<file path="config.mk">
export PLATFORM = sky130hd
export DESIGN_NAME = ice_bus_controller
export DESIGN_NICKNAME = d
export VERILOG_FILES = /design/src/hdl/ice_bus_pkg.sv /design/src/hdl/frame_receiver.sv /design/src/hdl/response_buffer.sv /design/src/hdl/priority_select.sv /design/src/hdl/frame_transmitter.sv /design/src/hdl/ice_bus_controller.sv
export SDC_FILE = /design/constraint.sdc
export NUM_CORES = 1
export LEC_CHECK = 0
export ABC_AREA = 0
export BUFFER_PORTS_ARGS = -buffer_cell sky130_fd_sc_hd__buf_4
export CAP_MARGIN = 5
export CORE_MARGIN = 4
export CORE_UTILIZATION = 35
export DETAILED_ROUTE_END_ITERATION = 7
export GPL_ROUTABILITY_DRIVEN = 0
export GPL_TIMING_DRIVEN = 0
export PLACE_DENSITY = 0.51
export REMOVE_ABC_BUFFERS = 1
export SLEW_MARGIN = 20
export SYNTH_ARGS = -nofsm -noshare
export SYNTH_HDL_FRONTEND = slang
export SYNTH_SLANG_ARGS = --single-unit
</file>
<file path="constraint.sdc">
create_clock -name clk -period 10.8 [get_ports clk]
set_input_delay 1.08 -clock clk [delete_from_list [all_inputs] [get_ports clk]]
set_output_delay 1.08 -clock clk [all_outputs]
set_load 0.03 [all_outputs]
</file>
<file path="src/hdl/ice_bus_pkg.sv">
`default_nettype none

package ice_bus_pkg;

	// One character of the debug link
	typedef logic [7:0] char_t;

	// Master bus driven by the frame receiver
	typedef struct packed {
		logic  frame_valid;
		logic  data_valid;
		char_t addr;
		char_t data;
	} ma_bus_t;

	// Response buffer entry, last marks the final byte of a message
	typedef struct packed {
		logic  last;
		char_t data;
	} sl_word_t;

	typedef enum logic [2:0] {
		RX_IDLE,
		RX_ID,
		RX_LEN,
		RX_PAYLOAD,
		RX_DISCARD,
		RX_NAK
	} rx_state_t;

	typedef enum logic [2:0] {
		TX_IDLE,
		TX_GETLEN,
		TX_HEADER,
		TX_LEN,
		TX_PAYLOAD,
		TX_RELEASE
	} tx_state_t;

endpackage

`default_nettype wire

</file>
<file path="src/hdl/frame_receiver.sv">
`timescale 1ns/1ns
`default_nettype none

module frame_receiver
	import ice_bus_pkg::*;
(
	input  logic    clk,
	input  logic    rst,
	input  char_t   rx_char,
	input  logic    rx_char_valid,
	output ma_bus_t ma_bus,
	input  logic    sl_overflow,
	output logic    generate_nak,
	output char_t   evt_id
);

	rx_state_t state, state_nxt;
	char_t addr_q;
	char_t len_q;
	char_t pay_cnt;
	logic  capture_addr;
	logic  capture_id;
	logic  capture_len;
	logic  count_byte;
	logic  last_byte;

	// Current payload character is the final one of the frame
	assign last_byte = (pay_cnt + 8'd1) == len_q;

	always_comb begin
		state_nxt = state;
		capture_addr = 1'b0;
		capture_id = 1'b0;
		capture_len = 1'b0;
		count_byte = 1'b0;
		ma_bus.frame_valid = 1'b0;
		ma_bus.data_valid = 1'b0;
		ma_bus.addr = addr_q;
		ma_bus.data = rx_char;

		case (state)
			// A new frame may start right in the NAK cycle
			RX_IDLE, RX_NAK: begin
				state_nxt = RX_IDLE;
				if (rx_char_valid) begin
					ma_bus.frame_valid = 1'b1;
					capture_addr = 1'b1;
					state_nxt = RX_ID;
				end
			end
			RX_ID: begin
				ma_bus.frame_valid = 1'b1;
				if (rx_char_valid) begin
					ma_bus.data_valid = 1'b1;
					capture_id = 1'b1;
					state_nxt = RX_LEN;
				end
			end
			RX_LEN: begin
				ma_bus.frame_valid = 1'b1;
				if (rx_char_valid) begin
					ma_bus.data_valid = 1'b1;
					capture_len = 1'b1;
					state_nxt = (rx_char == 8'd0) ? RX_IDLE : RX_PAYLOAD;
				end
			end
			RX_PAYLOAD: begin
				count_byte = rx_char_valid;
				if (sl_overflow) begin
					// Character seen with overflow is dropped too
					state_nxt = (rx_char_valid && last_byte) ? RX_NAK : RX_DISCARD;
				end else begin
					ma_bus.frame_valid = 1'b1;
					ma_bus.data_valid = rx_char_valid;
					if (rx_char_valid && last_byte)
						state_nxt = RX_IDLE;
				end
			end
			RX_DISCARD: begin
				count_byte = rx_char_valid;
				if (rx_char_valid && last_byte)
					state_nxt = RX_NAK;
			end
			default: state_nxt = RX_IDLE;
		endcase
	end

	assign generate_nak = (state == RX_NAK);

	always_ff @(posedge clk) begin
		if (rst) begin
			state <= RX_IDLE;
			pay_cnt <= '0;
		end else begin
			state <= state_nxt;
			if (capture_len)
				pay_cnt <= '0;
			else if (count_byte)
				pay_cnt <= pay_cnt + 8'd1;
		end
	end

	// Frame header fields
	always_ff @(posedge clk) begin
		if (capture_addr)
			addr_q <= rx_char;
		if (capture_id)
			evt_id <= rx_char;
		if (capture_len)
			len_q <= rx_char;
	end

endmodule

`default_nettype wire

</file>
<file path="src/hdl/response_buffer.sv">
`timescale 1ns/1ns
`default_nettype none

module response_buffer
	import ice_bus_pkg::*;
#(
	parameter int BUF_ADDR_W = 6
) (
	input  logic                  clk,
	input  logic                  rst,
	input  logic                  wr_valid,
	input  sl_word_t              wr_word,
	output logic                  wr_ready,
	output logic                  msg_pending,
	input  logic [BUF_ADDR_W-1:0] rd_offset,
	output sl_word_t              rd_word,
	input  logic                  release_msg,
	input  logic [BUF_ADDR_W:0]   release_len
);

	localparam int DEPTH = 2 ** BUF_ADDR_W;

	sl_word_t mem [DEPTH];

	logic [BUF_ADDR_W-1:0] head;
	logic [BUF_ADDR_W-1:0] tail;
	logic [BUF_ADDR_W-1:0] rd_addr;
	logic [BUF_ADDR_W:0]   fill_cnt;
	logic [BUF_ADDR_W:0]   msg_cnt;
	logic [BUF_ADDR_W:0]   fill_inc;
	logic [BUF_ADDR_W:0]   fill_dec;
	logic [BUF_ADDR_W:0]   msg_inc;
	logic [BUF_ADDR_W:0]   msg_dec;
	logic                  wr_en;

	// Full when every entry holds an unreleased word
	assign wr_ready = fill_cnt != (BUF_ADDR_W+1)'(DEPTH);
	assign wr_en = wr_valid && wr_ready;

	// Reads are relative to the oldest unreleased word
	assign rd_addr = tail + rd_offset;
	assign rd_word = mem[rd_addr];

	assign msg_pending = msg_cnt != '0;

	assign fill_inc = (BUF_ADDR_W+1)'(wr_en);
	assign fill_dec = release_msg ? release_len : '0;

	// Completed messages rise on the last byte and fall on release
	assign msg_inc = (BUF_ADDR_W+1)'(wr_en && wr_word.last);
	assign msg_dec = (BUF_ADDR_W+1)'(release_msg);

	always_ff @(posedge clk) begin
		if (wr_en)
			mem[head] <= wr_word;
	end

	always_ff @(posedge clk) begin
		if (rst) begin
			head <= '0;
			tail <= '0;
			fill_cnt <= '0;
			msg_cnt <= '0;
		end else begin
			if (wr_en)
				head <= head + 1'b1;
			// A full-depth release wraps the tail onto itself
			if (release_msg)
				tail <= tail + release_len[BUF_ADDR_W-1:0];
			fill_cnt <= fill_cnt + fill_inc - fill_dec;
			msg_cnt <= msg_cnt + msg_inc - msg_dec;
		end
	end

endmodule

`default_nettype wire

</file>
<file path="src/hdl/priority_select.sv">
`timescale 1ns/1ns
`default_nettype none

module priority_select #(
	parameter int NUM_DEV = 2
) (
	input  logic               clk,
	input  logic               rst,
	input  logic [NUM_DEV-1:0] requests,
	input  logic               hold,
	output logic [NUM_DEV-1:0] grants,
	output logic               granted
);

	logic [NUM_DEV-1:0] pick;

	// Lowest index wins
	always_comb begin
		pick = '0;
		for (int i = 0; i < NUM_DEV; i++) begin
			if (requests[i] && pick == '0)
				pick[i] = 1'b1;
		end
	end

	always_ff @(posedge clk) begin
		if (rst)
			grants <= '0;
		else if (!hold)
			grants <= pick;
	end

	assign granted = |grants;

endmodule

`default_nettype wire

</file>
<file path="src/hdl/frame_transmitter.sv">
`timescale 1ns/1ns
`default_nettype none

module frame_transmitter
	import ice_bus_pkg::*;
#(
	parameter int NUM_DEV    = 2,
	parameter int BUF_ADDR_W = 6
) (
	input  logic                  clk,
	input  logic                  rst,
	input  logic                  granted,
	input  logic [NUM_DEV-1:0]    grants,
	input  sl_word_t              rd_words [NUM_DEV],
	output logic [BUF_ADDR_W-1:0] rd_offset,
	output logic                  hold,
	output logic [NUM_DEV-1:0]    release_msg,
	output logic [BUF_ADDR_W:0]   release_len,
	output char_t                 tx_char,
	output logic                  tx_char_valid,
	input  logic                  tx_char_ready
);

	localparam int IDX_W = (NUM_DEV > 1) ? $clog2(NUM_DEV) : 1;

	tx_state_t state, state_nxt;
	logic [IDX_W-1:0]      grant_idx;
	sl_word_t              cur_word;
	logic [BUF_ADDR_W-1:0] offset;
	logic [BUF_ADDR_W:0]   msg_len;
	char_t                 len_char;
	logic                  offset_clr;
	logic                  offset_inc;
	logic                  save_len;
	logic                  grant_fresh;

	always_comb begin
		grant_idx = '0;
		for (int i = 0; i < NUM_DEV; i++) begin
			if (grants[i])
				grant_idx = IDX_W'(i);
		end
	end

	assign cur_word = rd_words[grant_idx];
	assign rd_offset = offset;
	assign release_len = msg_len;
	assign hold = (state != TX_IDLE);

	// Length character excludes address and event id
	assign len_char = char_t'(msg_len - (BUF_ADDR_W+1)'(2));

	always_comb begin
		state_nxt = state;
		offset_clr = 1'b0;
		offset_inc = 1'b0;
		save_len = 1'b0;
		tx_char_valid = 1'b0;
		tx_char = cur_word.data;
		release_msg = '0;

		case (state)
			TX_IDLE: begin
				offset_clr = 1'b1;
				// Grant must be sampled after the last release took effect
				if (granted && grant_fresh)
					state_nxt = TX_GETLEN;
			end
			TX_GETLEN: begin
				if (cur_word.last) begin
					save_len = 1'b1;
					offset_clr = 1'b1;
					state_nxt = TX_HEADER;
				end else begin
					offset_inc = 1'b1;
				end
			end
			TX_HEADER: begin
				tx_char_valid = 1'b1;
				if (tx_char_ready) begin
					offset_inc = 1'b1;
					if (offset == BUF_ADDR_W'(1))
						state_nxt = TX_LEN;
				end
			end
			TX_LEN: begin
				tx_char_valid = 1'b1;
				tx_char = len_char;
				if (tx_char_ready)
					state_nxt = (msg_len == (BUF_ADDR_W+1)'(2)) ? TX_RELEASE : TX_PAYLOAD;
			end
			TX_PAYLOAD: begin
				tx_char_valid = 1'b1;
				if (tx_char_ready) begin
					offset_inc = 1'b1;
					if (cur_word.last)
						state_nxt = TX_RELEASE;
				end
			end
			TX_RELEASE: begin
				release_msg = grants;
				state_nxt = TX_IDLE;
			end
			default: state_nxt = TX_IDLE;
		endcase
	end

	always_ff @(posedge clk) begin
		if (rst) begin
			state <= TX_IDLE;
			offset <= '0;
			grant_fresh <= 1'b0;
		end else begin
			state <= state_nxt;
			grant_fresh <= (state == TX_IDLE);
			if (offset_clr)
				offset <= '0;
			else if (offset_inc)
				offset <= offset + 1'b1;
		end
	end

	always_ff @(posedge clk) begin
		if (save_len)
			msg_len <= (BUF_ADDR_W+1)'(offset) + (BUF_ADDR_W+1)'(1);
	end

endmodule

`default_nettype wire

</file>
<file path="src/hdl/ice_bus_controller.sv">
`timescale 1ns/1ns
`default_nettype none

module ice_bus_controller
	import ice_bus_pkg::*;
#(
	parameter int NUM_DEV    = 2,
	parameter int BUF_ADDR_W = 6
) (
	input  logic               clk,
	input  logic               rst,
	input  char_t              rx_char,
	input  logic               rx_char_valid,
	output char_t              tx_char,
	output logic               tx_char_valid,
	input  logic               tx_char_ready,
	output ma_bus_t            ma_bus,
	input  logic               sl_overflow,
	output logic               generate_nak,
	output char_t              evt_id,
	input  logic [NUM_DEV-1:0] wr_valid,
	input  sl_word_t           wr_word [NUM_DEV],
	output logic [NUM_DEV-1:0] wr_ready
);

	logic [NUM_DEV-1:0]    msg_pending;
	logic [NUM_DEV-1:0]    grants;
	logic [NUM_DEV-1:0]    msg_release;
	logic                  granted;
	logic                  hold;
	logic [BUF_ADDR_W-1:0] rd_offset;
	logic [BUF_ADDR_W:0]   release_len;
	sl_word_t              rd_words [NUM_DEV];

	// Host to master bus path
	frame_receiver u_rx (
		.clk           (clk),
		.rst           (rst),
		.rx_char       (rx_char),
		.rx_char_valid (rx_char_valid),
		.ma_bus        (ma_bus),
		.sl_overflow   (sl_overflow),
		.generate_nak  (generate_nak),
		.evt_id        (evt_id)
	);

	// One response buffer per device, sharing the relative read offset
	for (genvar d = 0; d < NUM_DEV; d++) begin : g_buf
		response_buffer #(
			.BUF_ADDR_W (BUF_ADDR_W)
		) u_buf (
			.clk         (clk),
			.rst         (rst),
			.wr_valid    (wr_valid[d]),
			.wr_word     (wr_word[d]),
			.wr_ready    (wr_ready[d]),
			.msg_pending (msg_pending[d]),
			.rd_offset   (rd_offset),
			.rd_word     (rd_words[d]),
			.release_msg (msg_release[d]),
			.release_len (release_len)
		);
	end

	priority_select #(
		.NUM_DEV (NUM_DEV)
	) u_arb (
		.clk      (clk),
		.rst      (rst),
		.requests (msg_pending),
		.hold     (hold),
		.grants   (grants),
		.granted  (granted)
	);

	frame_transmitter #(
		.NUM_DEV    (NUM_DEV),
		.BUF_ADDR_W (BUF_ADDR_W)
	) u_tx (
		.clk           (clk),
		.rst           (rst),
		.granted       (granted),
		.grants        (grants),
		.rd_words      (rd_words),
		.rd_offset     (rd_offset),
		.hold          (hold),
		.release_msg   (msg_release),
		.release_len   (release_len),
		.tx_char       (tx_char),
		.tx_char_valid (tx_char_valid),
		.tx_char_ready (tx_char_ready)
	);

endmodule

`default_nettype wire

</file>
==> impl_metrics.ini, run 1 <==
[placement]
placed_cell_area_mm2 = 0.05403
io_buffers = 70
hpwl_um = 73400

[synthesis]
yosysSeqAreaShare_pct = 72.18
synth_adder_area_share_pct = 1.971
synth_xor_area_share_pct = 1.317
ys_warn_count = 0
synth_top_family_by_area = multiplexers
synth_area_mm2 = 0.05129
synth-simple-area-share_pct = 3.969
synth.distinct_cells = 72
synth_seq_cells = 1258
synth_top_flop_cell = edfxtp_1
avgSynthCellArea_um2 = 19.65
synth_edf_count = 1183
synth_cells = 2611
async_flop_share_pct = 0
synth_compound_gate_area_share_pct = 2.273
synthMuxAreaShare_pct = 16.26

[clock_tree]
clock_latency_ps = 750
htreeDepth = 4
cts_buffers = 132
cts_tree = yes
ctsHoldBuffers = 0
cts_sinks = 1258
cts_setup_buffers = 0
ctsResizeCount = 0
path_clk_slew_ps = 60
cts_buffer_depth = 3
ctsRootBufferMaster = clkbuf_16

[power]
pwr-share-comb_pct = 12.6
p_switching_w = 0.002752
p_leak_nw = 18.28
internal_power_w = 0.008602
pwr_density_cell_mw_per_mm2 = 195.0
vdd_drop_max_mv = 0.1564
power_frac_seq_pct = 48.5
clkPwrFrac_pct = 38.9
swShare_pct = 24.24

[global_route]
grt_pass1_vias = 25580
grt-ovfl-total = 0
grt_max_degree = 66
antenna_found_initial = 3
grt_usage_pct = 15.45
grt_pass1_wl_um = 173400

[routing]
ant_nets = 0
drt_pass1_iterations = 7
drt_iter0_drc = 1686
routedWlPerCell_um = 24.80
vias_per_cell = 5.162
finalWirelength_um = 117100
drc = 0
vias = 24370

[sta]
finalSetupTns_ps = 0
finalSetupViolCount = 0
timing.slew.headroom_pct = 24.53
hold_viol_final = 0
fin_crit_sh_pct = 62.37
tightest_slew_ps = 1130
grt_setup_unrepaired = false
skew_ps = 18.05
period_minus_slack_ps = 6736
slew_viol_final = 0
fmax_ghz = 0.1484

[cells_and_area]
final_cell_mix = edfxtp_1, mux4_2, nor2_1
final_common_cell = edfxtp_1
drive_gt1_share_pct = 23.80
nets = 2802
area_growth_pct = 13.52
utilization_pct = 40.00
design_area_mm2 = 0.05823

[status]
status = finished clean

[die]
rows = 140
core_area_mm2 = 0.1456
die-area_mm2 = 0.1527
start_util_pct = 35.24
ios = 71
fp.dieW_um = 390.8
die_y_um = 390.8

[worst_hold_path]
hold_class = reg -> reg

[critical_path]
critPathBufInv = 3
endpoint_kind = primary output
setup.worst_path.class = reg -> out
critPathLaunchType = register
slowest_stage = fa_4
cp.arrival_ps = 5660
required_ps = 9720
cpPeakStageDelay_ps = 1130
crit_family = adder cells
cp_max_fo = 39
worstPathCellList = ha_4, inv_1, fa_4, buf_16, mux4_2, mux4_2, nor2b_1, a211oi_1, a211oi_1, a21oi_1, mux2i_1, buf_4

[job]
maxCapViolCount = 0
[worst register-to-register path, stage by stage, from the launching register on]
cell	delay, ps
dfxtp_1	490
inv_1	220
fa_4	1320
buf_16	310
buf_16	290
mux4_2	330
mux2_1	230
o221ai_1	140
o32a_2	520
and3_4	250
nor3_1	840
[kinds of logic (layout without fill, tap and decap cells)]
group           count (synthesis)  count (layout)
compound gates                172             172
buf+inv                       203             395
simple gates                  435             435
flops                        1258            1258
xor+xnor                       75              75
fa+ha+maj                      76              76
mux                           392             392
other cells                     0               1
[flip-flops by register name (all words and copies together), names as in the netlist, 6 cells and up]
register              flops
g_buf.u_buf.fill_cnt     14
g_buf.u_buf.head         12
g_buf.u_buf.mem        1152
g_buf.u_buf.msg_cnt      14
g_buf.u_buf.tail         12
u_rx.addr_q               8
u_rx.evt_id               8
u_rx.len_q                8
u_rx.pay_cnt              8
u_tx.rd_offset            6
u_tx.release_len          7
[routing by layer]
metal,wire length (um),vias to the layer above,GRT usage (%),share of wire (%)
met5,13,-,0,0.011
met4,2923,2,4.773,2.5
met3,5906,176,3.174,5.0
met2,59500,588,26.32,51
met1,48750,12860,19.95,42
li1,-,10740,-,-
[synth_stat cells (all sizes together), types with 33 or more instances]
cell type / number / share of area [%]
edfxtp: 1183 / 69
mux4: 352 / 15
nor2: 224 / 1.6
buf: 87 / 1.2
dfxtp: 75 / 2.9
ha: 68 / 1.7
a21oi: 65 / 0.68
clkbuf: 62 / 0.45
nand2: 60 / 0.45
inv: 54 / 0.40
xnor2: 44 / 0.75
mux2i: 33 / 0.64
[path summary, 6_finish.rpt]
check	start	depth (start not counted)	slack, ps	endpoint
setup / recovery	u_tx.rd_offset[0]	12	4060	tx_char[2]
hold / removal	u_arb.grants[0]	2	530	u_arb.grants[0]
setup reg to reg	u_tx.rd_offset[1]	10	5490	u_tx.release_len[5]
hold reg to reg	u_arb.grants[0]	2	530	u_arb.grants[0]
[layout make-up]
| class | instances | area (um2) |
|---|---|---|
| timing repair buffer | 97 | 1081 |
| antenna | 1 | 2.502 |
| sequential | 1258 | 37030 |
| multi-input combinational | 1150 | 13330 |
| clock inverter | 63 | 560.5 |
| inverter | 54 | 202.7 |
| fill | 12870 | 87340 |
| clock buffer | 181 | 3633 |
| tap | 1917 | 2399 |
[power by group through the flow]
stage | Sequential [W] | Combinational [W] | Clock (W)
detailed placement | 0.00561 | 0.00145 | 0
floorplan | 0.00559 | 0.00102 | 0
CTS | 0.00551 | 0.00146 | 0.00454
global route | 0.00551 | 0.00156 | 0.00474
global placement | 0.00560 | 0.00155 | 0
finish | 0.00551 | 0.00143 | 0.00441
[per-stage QoR]
stage / total power [W] / hold WS (ps) / instances / worst slack (ps)
global route: 0.01181 / 512.1 / 4720 / 3794
finish: 0.01135 / 526.8 / 4721 / 4064
global placement: 0.007152 / 500.5 / 4449 / -1895
detailed placement: 0.007062 / 516.8 / 4476 / 4743
floorplan: 0.006612 / 479.2 / 2462 / 1970
CTS: 0.01150 / 474.5 / 4720 / 3906
No activity file was read; power rests on OpenSTA's default activity.
==> inputs of run 2 (changes only) <==
--- a/config.mk
+++ b/config.mk
@@ -5,7 +5,7 @@
 export SDC_FILE = /design/constraint.sdc
 export NUM_CORES = 1
 export LEC_CHECK = 0
-export ABC_AREA = 0
+export ABC_AREA = 1
 export BUFFER_PORTS_ARGS = -buffer_cell sky130_fd_sc_hd__buf_4
 export CAP_MARGIN = 5
 export CORE_MARGIN = 4
@@ -13,7 +13,7 @@
 export DETAILED_ROUTE_END_ITERATION = 7
 export GPL_ROUTABILITY_DRIVEN = 0
 export GPL_TIMING_DRIVEN = 0
-export PLACE_DENSITY = 0.51
+export PLACE_DENSITY = 0.53
 export REMOVE_ABC_BUFFERS = 1
 export SLEW_MARGIN = 20
 export SYNTH_ARGS = -nofsm -noshare
==> constraint.sdc (replaced) <==
create_clock -name clk -period 6 [get_ports clk]
set_input_delay 0.6 -clock clk [delete_from_list [all_inputs] [get_ports clk]]
set_output_delay 0.6 -clock clk [all_outputs]
set_load 0.03 [all_outputs]
==> impl_metrics.ini, run 2 <==
[sta]
fin_crit_sh_pct = 95.86
fmax_ghz = 0.1739
finalSetupViolCount = 0
slew_viol_final = 0
period_minus_slack_ps = 5752
hold_ws_ps = 72.71
skew_ps = 35.09
tightest_slew_ps = 1058
hold_viol_final = 0
grt_setup_unrepaired = false
finalSetupTns_ps = 0
layout_setup_ws_ps = 248.3
timing.slew.headroom_pct = 29.18

[cells_and_area]
top_regs = g_buf.u_buf.mem x1152, g_buf.u_buf.fill_cnt x14, g_buf.u_buf.msg_cnt x14
final_cell_mix = edfxtp_1, nor2_1, o21ai_0
design_area_mm2 = 0.05994
area_growth_pct = 13.94
drive_gt1_share_pct = 7.632
nets = 4587
final_common_cell = edfxtp_1
diodes = 0
largest_register = g_buf.u_buf.mem
fillerInstances = 14090
largest_register_ffs = 1152

[clock_tree]
cts_buffer_depth = 3
cts_buffers = 135
clock_latency_ps = 770
cts_tree = yes
ctsHoldBuffers = 0
htreeDepth = 4
cts_sinks = 1258
ctsRootBufferMaster = clkbuf_16
path_clk_slew_ps = 60

[routing]
drc = 0
ant_nets = 0
drt_pass1_iterations = 5
vias_per_cell = 5.145
vias = 33900
drt_iter0_drc = 3203
routedWlPerCell_um = 20.83
finalWirelength_um = 137200

[worst_hold_path]
hold_class = in -> reg
min_to = u_rx.len_q[1]
min-delay-start = rx_char[1]
min_path_cells = 1

[synthesis]
async_flop_share_pct = 0
synth_top_flop_cell = edfxtp_1
synth.distinct_cells = 43
synthTopCellsByCount = edfxtp_1, nor2_1, o21ai_0
yosysTopAreaCell = edfxtp_1
avgSynthCellArea_um2 = 11.74
yosysMostFrequentCell = edfxtp_1
synth_seq_cells = 1258
synth_cells = 4480
yosys-top-cells-area = edfxtp_1, nor2_1, o21ai_0
synth_area_mm2 = 0.05260
yosysSeqAreaShare_pct = 70.39
synth_edf_count = 1183
ys_warn_count = 0
synth_top_area_share_pct = 67.53

[critical_path]
r2r_start = u_tx.rd_offset[0]
critPathLaunchType = register
cp_max_fo = 61
setup.worst_path.class = reg -> out
required_ps = 5400
cp.arrival_ps = 5150
rr_endpoint = u_tx.release_len[2]
r2r_setup_slack_ps = 1510
endpoint_kind = primary output
rr_worst_depth = 17

[status]
status = finished clean

[power]
pwr_density_cell_mw_per_mm2 = 357.4
p_leak_nw = 20.27
vdd_drop_max_mv = 0.3447
p_total_w = 0.02142

[placement]
hpwl_um = 77460
io_buffers = 70
dp_slack_ps = 467.0
placed_cell_area_mm2 = 0.05555

[die]
die-area_mm2 = 0.1566
start_util_pct = 35.41
fp.dieW_um = 395.7
ios = 71
die_y_um = 395.7
core_area_mm2 = 0.1485
rows = 141

[global_route]
grt_pass1_wl_um = 206200
grt_pass1_vias = 32360
grt_max_degree = 107
antenna_found_initial = 1
grt_usage_pct = 17.15
grt-ovfl-total = 0

[job]
maxCapViolCount = 0
[run 2: cell types whose count changed after synthesis, moves of 69 or more]
| cell | change |
|---|---|
| inv_1 | +123 |
| nand2_1 | +430 |
| o21ai_0 | +553 |
| o22ai_1 | +128 |
| clkbuf_1 | +69 |
| nor2_1 | +636 |
| nand3_1 | +301 |
| o211ai_1 | +99 |
| mux4_2 | -352 |
[run 2: power by group]
group          internal [W]  total (W)  leakage, nW  switching, W
Combinational       0.00104    0.00343         6.92       0.00238
Sequential          0.00978    0.00990         11.3      0.000118
Clock               0.00462    0.00810         2.08       0.00348
Total                0.0154     0.0214         20.3       0.00598
[run 2: cell families (layout without fill, tap and decap cells)]
family / count (synthesis) / count (layout) / share of synthesized area, %
AOI/OAI and AO/OA: 921 / 921 / 9.840
xor gates and xnor gates: 39 / 39 / 0.7422
adders and majority gates: 76 / 76 / 1.922
buffers and inverters: 445 / 551 / 3.618
DFF: 1258 / 1258 / 70.39
and+or+nand+nor: 1741 / 1741 / 13.49
[run 2: layout make-up]
type                            instances  area [um2]  area share, %
Sequential cell                      1258       37030          61.78
Multi-Input combinational cell       2777       13820          23.06
Clock buffer                          179        3656          6.100
Tap cell                             2002        2505          4.179
Timing Repair Buffer                  118        1569          2.618
Inverter                              188       737.0          1.230
Clock inverter                         66       620.6          1.035
[run 2: layer usage]
layer	global-route usage (%)	part of all wire (%)	vias to the layer above
li1	-	-	16070
met1	23.79	44	16640
met2	27.46	47	987
met3	3.282	6.6	203
met4	5.014	2.4	0
met5	0	0	-
[run 2: worst max path at each step]
stage | startpoint | endpoint | slack, ps | cells after the start
after floorplan | u_tx.rd_offset[0] | tx_char[5] | -6150 | 12
final | u_tx.rd_offset[0] | tx_char[1] | 250 | 14
after detailed placement | u_tx.rd_offset[0] | tx_char[0] | 470 | 14
after global routing | u_tx.rd_offset[2] | tx_char[4] | 10 | 13
after CTS | u_tx.rd_offset[0] | tx_char[7] | 2 | 16
after global placement | u_tx.rd_offset[0] | tx_char[2] | -16420 | 15
[run 2: critical path, stage by stage, from the launching register on]
cell and delay [ps]:
dfxtp_2 450, ha_4 190, inv_1 60, fa_4 1040, buf_16 310, buf_16 280
o21ai_0 130, o211ai_1 280, nand3_1 190, nand2_1 230, nand2_1 90, nand3_1 110
nand3_1 180, a31oi_2 530, buf_4 260
[run 2: per-stage QoR]
stage / cells / util [%]
4_1_cts: 6588 / 40.34
2_1_floorplan: 4223 / -
6_report: 6588 / 40.35
3_3_place_gp: 6295 / 36.65
3_5_place_dp: 6340 / 37.40
5_1_grt: 6588 / 40.35
[run 2: what timing repair did]
item	in CTS	in global routing
pin swaps	2	0
resized for setup	6	5
setup buffers	3	0
endpoints found under the setup margin	8	7
